### src/verilog/isaPkg.sv
//~~~~~~~~~~~~~~~~~~~~~~~~~~~~~~~~~~~~~~~~~~~~~~~~~~~~~~~~~~~~~~~~~~~~~
// Instruction set of the core with opcodes, field layout of the 16-bit
// instruction word and the control FSM states
//~~~~~~~~~~~~~~~~~~~~~~~~~~~~~~~~~~~~~~~~~~~~~~~~~~~~~~~~~~~~~~~~~~~~~
`default_nettype none

package isaPkg;

    // Opcodes 0 to 7 map onto the ALU operations by their low 3 bits
    // Codes 12 to 15 execute as no-operation
    typedef enum logic [3:0] {
        opAdd  = 4'd0,
        opSub  = 4'd1,
        opShl  = 4'd2,
        opShr  = 4'd3,
        opNot  = 4'd4,
        opAnd  = 4'd5,
        opOr   = 4'd6,
        opXor  = 4'd7,
        opLdi  = 4'd8,
        opOut  = 4'd9,
        opBrz  = 4'd10,
        opHalt = 4'd11
    } opcodeT;

    // Instruction word layout as lowest bit plus width
    localparam int instrWidth  = 16;
    localparam int opcodeLsb   = 12;
    localparam int opcodeWidth = 4;
    localparam int rdLsb       = 9;
    localparam int rxLsb       = 6;
    localparam int ryLsb       = 3;
    localparam int regIdxWidth = 3;
    localparam int immLsb      = 0;
    localparam int immWidth    = 8;
    // Set on OUT to emit register Y instead of register X
    localparam int outSelPos   = 0;

    // Control FSM
    typedef enum logic [1:0] {
        stIdle    = 2'd0,
        stFetch   = 2'd1,
        stExecute = 2'd2,
        stHalted  = 2'd3
    } ctrlStateT;

endpackage

`default_nettype wire

### src/verilog/aluPkg.sv
//~~~~~~~~~~~~~~~~~~~~~~~~~~~~~~~~~~~~~~~~~~~~~~~~~~~~~~~~~~~~~~~~~~~~~
// ALU operation codes and flag layout shared by the datapath, the
// control unit and the testbench
//~~~~~~~~~~~~~~~~~~~~~~~~~~~~~~~~~~~~~~~~~~~~~~~~~~~~~~~~~~~~~~~~~~~~~
`default_nettype none

package aluPkg;

    // Operation select encoded 0 to 7 as the ALU opcode field
    typedef enum logic [2:0] {
        opAdd = 3'd0,
        opSub = 3'd1,
        opShl = 3'd2,
        opShr = 3'd3,
        opNot = 3'd4,
        opAnd = 3'd5,
        opOr  = 3'd6,
        opXor = 3'd7
    } aluOpT;

    // Flag vector with one bit per condition
    typedef logic [2:0] flagsT;

    // Bit positions inside flagsT
    localparam int flagNeg   = 0;
    localparam int flagZero  = 1;
    localparam int flagCarry = 2;

endpackage

`default_nettype wire
### src/verilog/cpuTop.sv
//~~~~~~~~~~~~~~~~~~~~~~~~~~~~~~~~~~~~~~~~~~~~~~~~~~~~~~~~~~~~~~~~~~~~~
// Core top level where the host loads a program while idle, then
// pulses i_start and watches the output port and o_halted
//~~~~~~~~~~~~~~~~~~~~~~~~~~~~~~~~~~~~~~~~~~~~~~~~~~~~~~~~~~~~~~~~~~~~~
`timescale 1ns/1ps
`default_nettype none

module cpuTop #(
    parameter int progAddrWidth = 8
) (
    input  wire logic                          i_clk,
    input  wire logic                          i_rst,
    input  wire logic                          i_start,
    input  wire logic                          i_progWe,
    input  wire logic [progAddrWidth-1:0]      i_progAddr,
    input  wire logic [isaPkg::instrWidth-1:0] i_progData,
    output logic                               o_busy,
    output logic                               o_halted,
    output logic                               o_outValid,
    output logic [7:0]                         o_outData,
    output aluPkg::flagsT                      o_flags
);

    logic [isaPkg::instrWidth-1:0]  instr;
    logic [progAddrWidth-1:0]       pc;
    logic [isaPkg::regIdxWidth-1:0] rdIdxX;
    logic [isaPkg::regIdxWidth-1:0] rdIdxY;
    logic [7:0]                     rdDataX;
    logic [7:0]                     rdDataY;
    aluPkg::aluOpT                  aluOp;
    logic [7:0]                     aluResult;
    aluPkg::flagsT                  aluFlags;
    logic                           regWe;
    logic [isaPkg::regIdxWidth-1:0] regWrIdx;
    logic [7:0]                     regWrData;

    // Instruction store addressed by the PC
    programMemory #(
        .progAddrWidth(progAddrWidth)
    ) uProgMem (
        .i_clk    (i_clk),
        .i_we     (i_progWe),
        .i_wrAddr (i_progAddr),
        .i_wrData (i_progData),
        .i_rdAddr (pc),
        .o_rdData (instr)
    );

    controlUnit #(
        .progAddrWidth(progAddrWidth)
    ) uCtrl (
        .i_clk       (i_clk),
        .i_rst       (i_rst),
        .i_start     (i_start),
        .i_instr     (instr),
        .o_pc        (pc),
        .o_rdIdxX    (rdIdxX),
        .o_rdIdxY    (rdIdxY),
        .i_rdDataX   (rdDataX),
        .i_rdDataY   (rdDataY),
        .o_aluOp     (aluOp),
        .i_aluResult (aluResult),
        .i_aluFlags  (aluFlags),
        .o_regWe     (regWe),
        .o_regWrIdx  (regWrIdx),
        .o_regWrData (regWrData),
        .o_flags     (o_flags),
        .o_busy      (o_busy),
        .o_halted    (o_halted),
        .o_outValid  (o_outValid),
        .o_outData   (o_outData)
    );

    // Operands feed the ALU and the output path together
    registerFile uRegs (
        .i_clk     (i_clk),
        .i_rst     (i_rst),
        .i_we      (regWe),
        .i_wrIdx   (regWrIdx),
        .i_wrData  (regWrData),
        .i_rdIdxX  (rdIdxX),
        .i_rdIdxY  (rdIdxY),
        .o_rdDataX (rdDataX),
        .o_rdDataY (rdDataY)
    );

    alu uAlu (
        .i_op     (aluOp),
        .i_rx     (rdDataX),
        .i_ry     (rdDataY),
        .o_result (aluResult),
        .o_flags  (aluFlags)
    );

endmodule

`default_nettype wire

### src/verilog/controlUnit.sv
//~~~~~~~~~~~~~~~~~~~~~~~~~~~~~~~~~~~~~~~~~~~~~~~~~~~~~~~~~~~~~~~~~~~~~
// Fetch/execute sequencer with PC, decode, flag register, branch, output
// port and halt, where each instruction takes one fetch and one execute cycle
//~~~~~~~~~~~~~~~~~~~~~~~~~~~~~~~~~~~~~~~~~~~~~~~~~~~~~~~~~~~~~~~~~~~~~
`timescale 1ns/1ps
`default_nettype none

module controlUnit #(
    parameter int progAddrWidth = 8
) (
    input  wire logic                           i_clk,
    input  wire logic                           i_rst,
    input  wire logic                           i_start,
    input  wire logic [isaPkg::instrWidth-1:0]  i_instr,
    output logic [progAddrWidth-1:0]            o_pc,
    output logic [isaPkg::regIdxWidth-1:0]      o_rdIdxX,
    output logic [isaPkg::regIdxWidth-1:0]      o_rdIdxY,
    input  wire logic [7:0]                     i_rdDataX,
    input  wire logic [7:0]                     i_rdDataY,
    output aluPkg::aluOpT                       o_aluOp,
    input  wire logic [7:0]                     i_aluResult,
    input  wire aluPkg::flagsT                  i_aluFlags,
    output logic                                o_regWe,
    output logic [isaPkg::regIdxWidth-1:0]      o_regWrIdx,
    output logic [7:0]                          o_regWrData,
    output aluPkg::flagsT                       o_flags,
    output logic                                o_busy,
    output logic                                o_halted,
    output logic                                o_outValid,
    output logic [7:0]                          o_outData
);

    isaPkg::ctrlStateT              state;
    logic [progAddrWidth-1:0]       pc;
    aluPkg::flagsT                  flagsReg;
    logic [isaPkg::opcodeWidth-1:0] opBits;
    isaPkg::opcodeT                 opcode;
    logic [isaPkg::immWidth-1:0]    imm;
    logic                           isAlu;
    logic                           flagWe;
    logic                           doOut;
    logic                           doHalt;
    logic                           doBranch;

    // Instruction fields are valid during execute
    assign opBits = i_instr[isaPkg::opcodeLsb +: isaPkg::opcodeWidth];
    assign opcode = isaPkg::opcodeT'(opBits);
    assign imm    = i_instr[isaPkg::immLsb +: isaPkg::immWidth];
    // Top opcode bit clear means an ALU operation
    assign isAlu  = ~opBits[isaPkg::opcodeWidth-1];

    assign o_rdIdxX   = i_instr[isaPkg::rxLsb +: isaPkg::regIdxWidth];
    assign o_rdIdxY   = i_instr[isaPkg::ryLsb +: isaPkg::regIdxWidth];
    assign o_regWrIdx = i_instr[isaPkg::rdLsb +: isaPkg::regIdxWidth];
    assign o_aluOp    = aluPkg::aluOpT'(opBits[2:0]);
    // LDI writes the immediate and ALU ops write the result
    assign o_regWrData = (opcode == isaPkg::opLdi) ? imm : i_aluResult;

    // Decode with every action gated by the execute cycle
    always_comb begin
        o_regWe  = 1'b0;
        flagWe   = 1'b0;
        doOut    = 1'b0;
        doHalt   = 1'b0;
        doBranch = 1'b0;
        if (state == isaPkg::stExecute) begin
            case (opcode)
                isaPkg::opLdi:  o_regWe = 1'b1;
                isaPkg::opOut:  doOut = 1'b1;
                isaPkg::opBrz:  doBranch = flagsReg[aluPkg::flagZero];
                isaPkg::opHalt: doHalt = 1'b1;
                default: begin
                    // ALU ops write the register and the flags
                    // Codes 12..15 fall through as NOP
                    o_regWe = isAlu;
                    flagWe  = isAlu;
                end
            endcase
        end
    end

    // FSM, PC and flag register
    always_ff @(posedge i_clk) begin
        if (i_rst) begin
            state      <= isaPkg::stIdle;
            pc         <= '0;
            flagsReg   <= '0;
            o_outValid <= 1'b0;
        end else begin
            // One-cycle pulse after the OUT execute edge
            o_outValid <= doOut;
            case (state)
                isaPkg::stIdle, isaPkg::stHalted: begin
                    if (i_start) begin
                        state <= isaPkg::stFetch;
                        pc    <= '0;
                    end
                end
                isaPkg::stFetch: state <= isaPkg::stExecute;
                isaPkg::stExecute: begin
                    state <= doHalt ? isaPkg::stHalted : isaPkg::stFetch;
                    // Target truncated to the memory depth and the increment wraps
                    if (doBranch) begin
                        pc <= i_instr[isaPkg::immLsb +: progAddrWidth];
                    end else if (!doHalt) begin
                        pc <= pc + 1'b1;
                    end
                    if (flagWe) begin
                        flagsReg <= i_aluFlags;
                    end
                end
                default: state <= isaPkg::stIdle;
            endcase
        end
    end

    // Output payload is register X unless the select bit asks for Y
    always_ff @(posedge i_clk) begin
        if (doOut) begin
            o_outData <= i_instr[isaPkg::outSelPos] ? i_rdDataY : i_rdDataX;
        end
    end

    assign o_pc     = pc;
    assign o_flags  = flagsReg;
    assign o_busy   = (state == isaPkg::stFetch) || (state == isaPkg::stExecute);
    assign o_halted = (state == isaPkg::stHalted);

endmodule

`default_nettype wire

### src/verilog/programMemory.sv
//~~~~~~~~~~~~~~~~~~~~~~~~~~~~~~~~~~~~~~~~~~~~~~~~~~~~~~~~~~~~~~~~~~~~~
// Instruction memory written by the host one word per cycle
// The core reads through a registered port with one cycle of latency
//~~~~~~~~~~~~~~~~~~~~~~~~~~~~~~~~~~~~~~~~~~~~~~~~~~~~~~~~~~~~~~~~~~~~~
`timescale 1ns/1ps
`default_nettype none

module programMemory #(
    parameter int progAddrWidth = 8
) (
    input  wire logic                         i_clk,
    input  wire logic                         i_we,
    input  wire logic [progAddrWidth-1:0]     i_wrAddr,
    input  wire logic [isaPkg::instrWidth-1:0] i_wrData,
    input  wire logic [progAddrWidth-1:0]     i_rdAddr,
    output logic [isaPkg::instrWidth-1:0]     o_rdData
);

    localparam int depth = 2 ** progAddrWidth;

    logic [isaPkg::instrWidth-1:0] mem [0:depth-1];

    // Host load port
    always_ff @(posedge i_clk) begin
        if (i_we) begin
            mem[i_wrAddr] <= i_wrData;
        end
    end

    // Fetch port
    always_ff @(posedge i_clk) begin
        o_rdData <= mem[i_rdAddr];
    end

endmodule

`default_nettype wire

### src/verilog/registerFile.sv
//~~~~~~~~~~~~~~~~~~~~~~~~~~~~~~~~~~~~~~~~~~~~~~~~~~~~~~~~~~~~~~~~~~~~~
// Eight 8-bit general registers, two asynchronous reads, one
// synchronous write; all registers clear on reset
//~~~~~~~~~~~~~~~~~~~~~~~~~~~~~~~~~~~~~~~~~~~~~~~~~~~~~~~~~~~~~~~~~~~~~
`timescale 1ns/1ps
`default_nettype none

module registerFile (
    input  wire logic       i_clk,
    input  wire logic       i_rst,
    input  wire logic       i_we,
    input  wire logic [2:0] i_wrIdx,
    input  wire logic [7:0] i_wrData,
    input  wire logic [2:0] i_rdIdxX,
    input  wire logic [2:0] i_rdIdxY,
    output logic [7:0]      o_rdDataX,
    output logic [7:0]      o_rdDataY
);

    logic [7:0] regs [0:7];

    // Write port
    always_ff @(posedge i_clk) begin
        if (i_rst) begin
            for (int i = 0; i < 8; i++) begin
                regs[i] <= 8'd0;
            end
        end else if (i_we) begin
            regs[i_wrIdx] <= i_wrData;
        end
    end

    // Read ports see the old value during a write cycle
    assign o_rdDataX = regs[i_rdIdxX];
    assign o_rdDataY = regs[i_rdIdxY];

endmodule

`default_nettype wire

### src/verilog/alu.sv
//~~~~~~~~~~~~~~~~~~~~~~~~~~~~~~~~~~~~~~~~~~~~~~~~~~~~~~~~~~~~~~~~~~~~~
// Combinational 8-bit ALU with zero, carry and negative flags
// Result and flags settle in the same cycle as the operands
//~~~~~~~~~~~~~~~~~~~~~~~~~~~~~~~~~~~~~~~~~~~~~~~~~~~~~~~~~~~~~~~~~~~~~
`timescale 1ns/1ps
`default_nettype none

module alu (
    input  wire aluPkg::aluOpT i_op,
    input  wire logic [7:0]    i_rx,
    input  wire logic [7:0]    i_ry,
    output logic [7:0]         o_result,
    output aluPkg::flagsT      o_flags
);

    // Wide intermediate keeps the carry and shifted-out bits
    logic [15:0] wide;
    logic        shlCarry;

    always_comb begin
        case (i_op)
            aluPkg::opAdd: wide = {8'd0, i_rx} + {8'd0, i_ry};
            aluPkg::opSub: wide = {8'd0, i_rx} - {8'd0, i_ry};
            aluPkg::opShl: wide = {8'd0, i_rx} << i_ry;
            aluPkg::opShr: wide = {8'd0, i_rx} >> i_ry;
            aluPkg::opNot: wide = {8'd0, ~i_rx};
            aluPkg::opAnd: wide = {8'd0, i_rx & i_ry};
            aluPkg::opOr:  wide = {8'd0, i_rx | i_ry};
            aluPkg::opXor: wide = {8'd0, i_rx ^ i_ry};
            default:       wide = 16'd0;
        endcase
    end

    // Shift of 8 or more pushes every set bit past bit 7
    // Large amounts also lose them off the 16-bit value
    always_comb begin
        if (i_ry >= 8'd8) begin
            shlCarry = |i_rx;
        end else begin
            shlCarry = |wide[15:8];
        end
    end

    assign o_result = wide[7:0];

    always_comb begin
        o_flags = '0;
        // Zero on the 8-bit result only
        o_flags[aluPkg::flagZero] = (wide[7:0] == 8'd0);
        // Carry only for add and shift left
        case (i_op)
            aluPkg::opAdd: o_flags[aluPkg::flagCarry] = wide[8];
            aluPkg::opShl: o_flags[aluPkg::flagCarry] = shlCarry;
            default:       o_flags[aluPkg::flagCarry] = 1'b0;
        endcase
        // Negative only when subtract borrows
        o_flags[aluPkg::flagNeg] = (i_op == aluPkg::opSub) && (i_rx < i_ry);
    end

endmodule

`default_nettype wire

### config.mk
export PLATFORM = sky130hd
export DESIGN_NAME = cpuTop
export DESIGN_NICKNAME = d
export VERILOG_FILES = /design/src/verilog/isaPkg.sv /design/src/verilog/aluPkg.sv /design/src/verilog/cpuTop.sv /design/src/verilog/controlUnit.sv /design/src/verilog/programMemory.sv /design/src/verilog/registerFile.sv /design/src/verilog/alu.sv
export SDC_FILE = /design/constraint.sdc
export NUM_CORES = 2
export LEC_CHECK = 0
export BUFFER_PORTS_ARGS = -buffer_cell sky130_fd_sc_hd__clkbuf_2
export CAP_MARGIN = 20
export CELL_PAD_IN_SITES_DETAIL_PLACEMENT = 1
export CELL_PAD_IN_SITES_GLOBAL_PLACEMENT = 2
export CORE_MARGIN = 2
export CORE_UTILIZATION = 52
export DETAILED_ROUTE_END_ITERATION = 8
export GPL_ROUTABILITY_DRIVEN = 0
export PLACE_DENSITY_LB_ADDON = 0.25
export SLEW_MARGIN = 15
export SYNTH_ARGS = -nofsm -noshare
export SYNTH_HDL_FRONTEND = slang
export SYNTH_MEMORY_MAX_BITS = 65536
export SYNTH_SLANG_ARGS = --single-unit
### constraint.sdc
create_clock -name i_clk -period 4.9 [get_ports i_clk]
set_input_delay 0.98 -clock i_clk [delete_from_list [all_inputs] [get_ports i_clk]]
set_output_delay 0.98 -clock i_clk [all_outputs]
set_load 0.02 [all_outputs]
==> impl_metrics.yaml <==
drt:
  vias_per_cell: 6.56
  top_layer_used: "met5"
  routed_wl_um: 443000
  num_vias: 78500
  drc_errors: 0
  met1Wirelength_um: 175000
  wl_met3_um: 37400
  wl_met2_um: 217000
  drt_iter0_markers: 10100
  drt_first_pass_iters: 6
  final_antenna_net_count: 0
  wl_per_cell_um: 37.0
final_layout:
  final_common_cell: "edfxtp_1"
  area_growth_pct: 14.0
  multi_input_area_sq_um: 36000
  design_area_sq_um: 186000
  final_nets: 7530
  final_cell_mix: "4168 x edfxtp_1, 1373 x mux4_2, 487 x buf_4, 424 x clkbuf_16, 248 x nor2_1"
  fillers: 25200
  seq_area_sq_um: 126000
  drive_gt1_frac: 0.348
cts:
  cts_setup_buffers: 0
  path_clk_slew_ns: 0.06
  holdBufCountCts: 0
  cts-resized-gates: 0
  clk_latency_ns: 0.97
  h-tree-depth: 5
  cts.path.max_buffers: 4
  cts_sinks: 4198
  clockRootBuffer: "clkbuf_16"
  cts_tree: "yes"
  cts_buffers: 422
worst_setup_path:
  cp_cell_sequence: "buf_4 > mux2_2 > a2bb2oi_1 > nand2_1 > buf_4 > ha_1 > a21o_1 > a21oi_1 > o211ai_1 > o31ai_1 > xor2_1 > nor2_1 > a2111oi_2 > buf_4 > mux2_2 > nor2_1"
  cp_num_buf_inv: 3
  cp_common_cell: "buf_4"
  reg2reg_slack_ns: 0.36
  r2r_end: "uRegs.regs[2][7]$_SDFFCE_PN0P_"
  arrival_ns: 5.20
  startpoint_type: "flop"
  critPathMaxStageDelay_ns: 0.56
  cp_top_family: "compound AO/OA/AOI/OAI gates"
  ff2ff_path_depth: 16
  required_ns: 5.56
  crit_end: "uRegs.regs[2][7]$_SDFFCE_PN0P_"
  reg2reg_from: "uProgMem.o_rdData[3]$_DFF_P_"
  endpoint_kind: "flop"
  worst-setup-path-type: "reg -> reg"
  cp_max_fo: 16
  critPathLaunch: "uProgMem.o_rdData[3]$_DFF_P_"
  cp.depth: 16
  slowest_stage: "dfxtp_2"
grt:
  grt_max_degree: 156
  grt_pass1_vias: 81800
  grt_usage: 0.282
  grt_pass1_wl_um: 628000
  grt_overflow: 0
  antenna_found_initial: 27
yosys:
  synth_area_sq_um: 163000
  synth_top_area_cell: "edfxtp_1"
  synth.avg_cell_area_sq_um: 23.9
  synth_top_area_share: 0.768
  syn-num-nets: 6890
  synthFlopType: "edfxtp_1"
  ys.warnings.count: 0
  synth_seq_area_share: 0.772
  yosys-top-cells-area: "edfxtp_1 77%, mux4_2 19%, nor2_1 0.88%"
  async_flop_share: 0
  synth_edf_count: 4168
  yosysUniqueCellTypes: 64
  ys_ff_latch: 4198
  synth_cells: 6831
status:
  status: "finished clean"
pwr:
  pwr_density_cell_nw_per_um2: 425
  vdd.ir_drop.worst_v: 0.000305
  p_leak_nw: 56.2
sta:
  tightest_slew_ns: 1.22
  fin_worst_skew_ns: 0.0589
  timing.hold.ws_ns: 0.404
  setup_ws_ns: 0.358
  final_max_slew_viol_count: 0
  relSlewSlack: 0.189
  finalSetupViolCount: 0
  period_minus_slack_ns: 4.54
  rsz0062_at_grt: "false"
  hold_violations: 0
  finalCritPeriodShare: 0.927
  max_freq_mhz: 220
  setup-tns-final_ns: 0
floorplanning:
  fp.dieH_um: 564
  fp.coreArea_sq_um: 312000
  row_count: 205
  num_io_pins: 42
  dieWidth_um: 564
  initial_core_util: 0.523
  die_area_sq_um: 318000
place:
  dpl_cell_area_sq_um: 172000
  port_buffers: 41
  dp_slack_ns: 0.0755
  dp_hpwl_um: 261000
min_path:
  hold_class: "in -> reg"
  hold_start: "i_start"
job:
  cap_violations: 0
## per-stage QoR
stage | instances | utilization | total power [mW]
4_1_cts | 12000 | 0.596 | 79.5
3_3_place_gp | 11200 | 0.553 | 48.2
6_report | 12000 | 0.596 | 79.0
2_1_floorplan | 6831 | - | 45.4
3_5_place_dp | 11200 | 0.553 | 48.4
5_1_grt | 12000 | 0.596 | 81.1
## layout make-up
type / instances / share of cell area
Clock inverter: 252 / 0.0129
Clock buffer: 517 / 0.0591
Tap cell: 4140 / 0.0279
Antenna cell: 10 / 0.000135
Inverter: 34 / 0.000700
Multi-Input combinational cell: 2216 / 0.193
Sequential cell: 4198 / 0.677
Timing Repair Buffer: 599 / 0.0290
## how the worst min path moves through the flow
stage                                                to  slack [ns]  cells after the start
after floorplan             uCtrl.o_outValid$_SDFF_PP0_        0.51                      2
after global routing        uCtrl.state[1]$_SDFFE_PP0P_        0.37                      4
after CTS                   uCtrl.state[1]$_SDFFE_PP0P_        0.34                      4
after global placement    uCtrl.o_flags[2]$_SDFFE_PP0P_        0.47                      2
final                       uCtrl.state[1]$_SDFFE_PP0P_        0.40                      4
after detailed placement  uCtrl.o_flags[2]$_SDFFE_PP0P_        0.47                      2
## synthesized netlist by cell type, types with 3 or more instances
master / instances
edfxtp_1: 4168
mux4_2: 1373
nor2_1: 381
clkbuf_1: 250
buf_1: 88
nand2_1: 78
a21oi_1: 51
mux2i_1: 44
buf_2: 41
nand3_1: 35
inv_1: 31
dfxtp_1: 30
ha_1: 29
o21ai_0: 29
mux2_2: 22
nor2b_1: 19
nand4_1: 14
nand2b_1: 13
nor3_1: 13
o211ai_1: 12
o22ai_1: 12
a211oi_1: 9
xnor2_1: 8
or3_1: 6
a2111oi_0: 5
a31oi_1: 5
a22oi_1: 4
o31ai_1: 4
xor2_1: 4
a2bb2oi_1: 3
and2_1: 3
buf_6: 3
o21bai_1: 3
## logic make-up (layout without fill, tap and decap cells)
| kind of cell | count (synthesis) | in the layout | share of synthesized area |
|---|---|---|---|
| DFF | 4198 | 4198 | 0.772 |
| other | 0 | 10 | 0 |
| xor gates and xnor gates | 12 | 12 | 0.000645 |
| and+or+nand+nor | 571 | 571 | 0.0145 |
| muxes | 1442 | 1442 | 0.194 |
| buffers and inverters | 417 | 1402 | 0.0101 |
| adders and majority gates | 31 | 31 | 0.00247 |
| AOI/OAI and AO/OA | 160 | 160 | 0.00628 |
## routing by layer
metal,up-vias,global-route usage
met5,-,0
met2,3962,0.454
li1,30600,-
met4,8,0.0841
met3,653,0.0512
met1,43200,0.399
## power by group
group	switching [mW]	total [mW]	internal [mW]
clock network	13.7	31.4	17.7
logic	4.14	7.81	3.67
registers	0.170	39.8	39.6
## registers in the layout (all words and copies together) (netlist names)
signal and count:
uProgMem.mem 4096, uRegs.regs 64, uProgMem.o_rdData 16, uCtrl.o_outData 8, uCtrl.o_pc 8, uCtrl.o_flags 3, uCtrl.state 2, uCtrl.o_outValid 1
## worst register-to-register path, cell delays in order (launching register included)
cell	delay [ns]
dfxtp_2	0.56
buf_4	0.37
mux2_2	0.39
a2bb2oi_1	0.15
nand2_1	0.13
buf_4	0.25
ha_1	0.30
a21o_1	0.18
a21oi_1	0.27
o211ai_1	0.20
o31ai_1	0.27
xor2_1	0.19
nor2_1	0.08
a2111oi_2	0.40
buf_4	0.20
mux2_2	0.26
nor2_1	0.10
(Power assumes the default switching activity.)
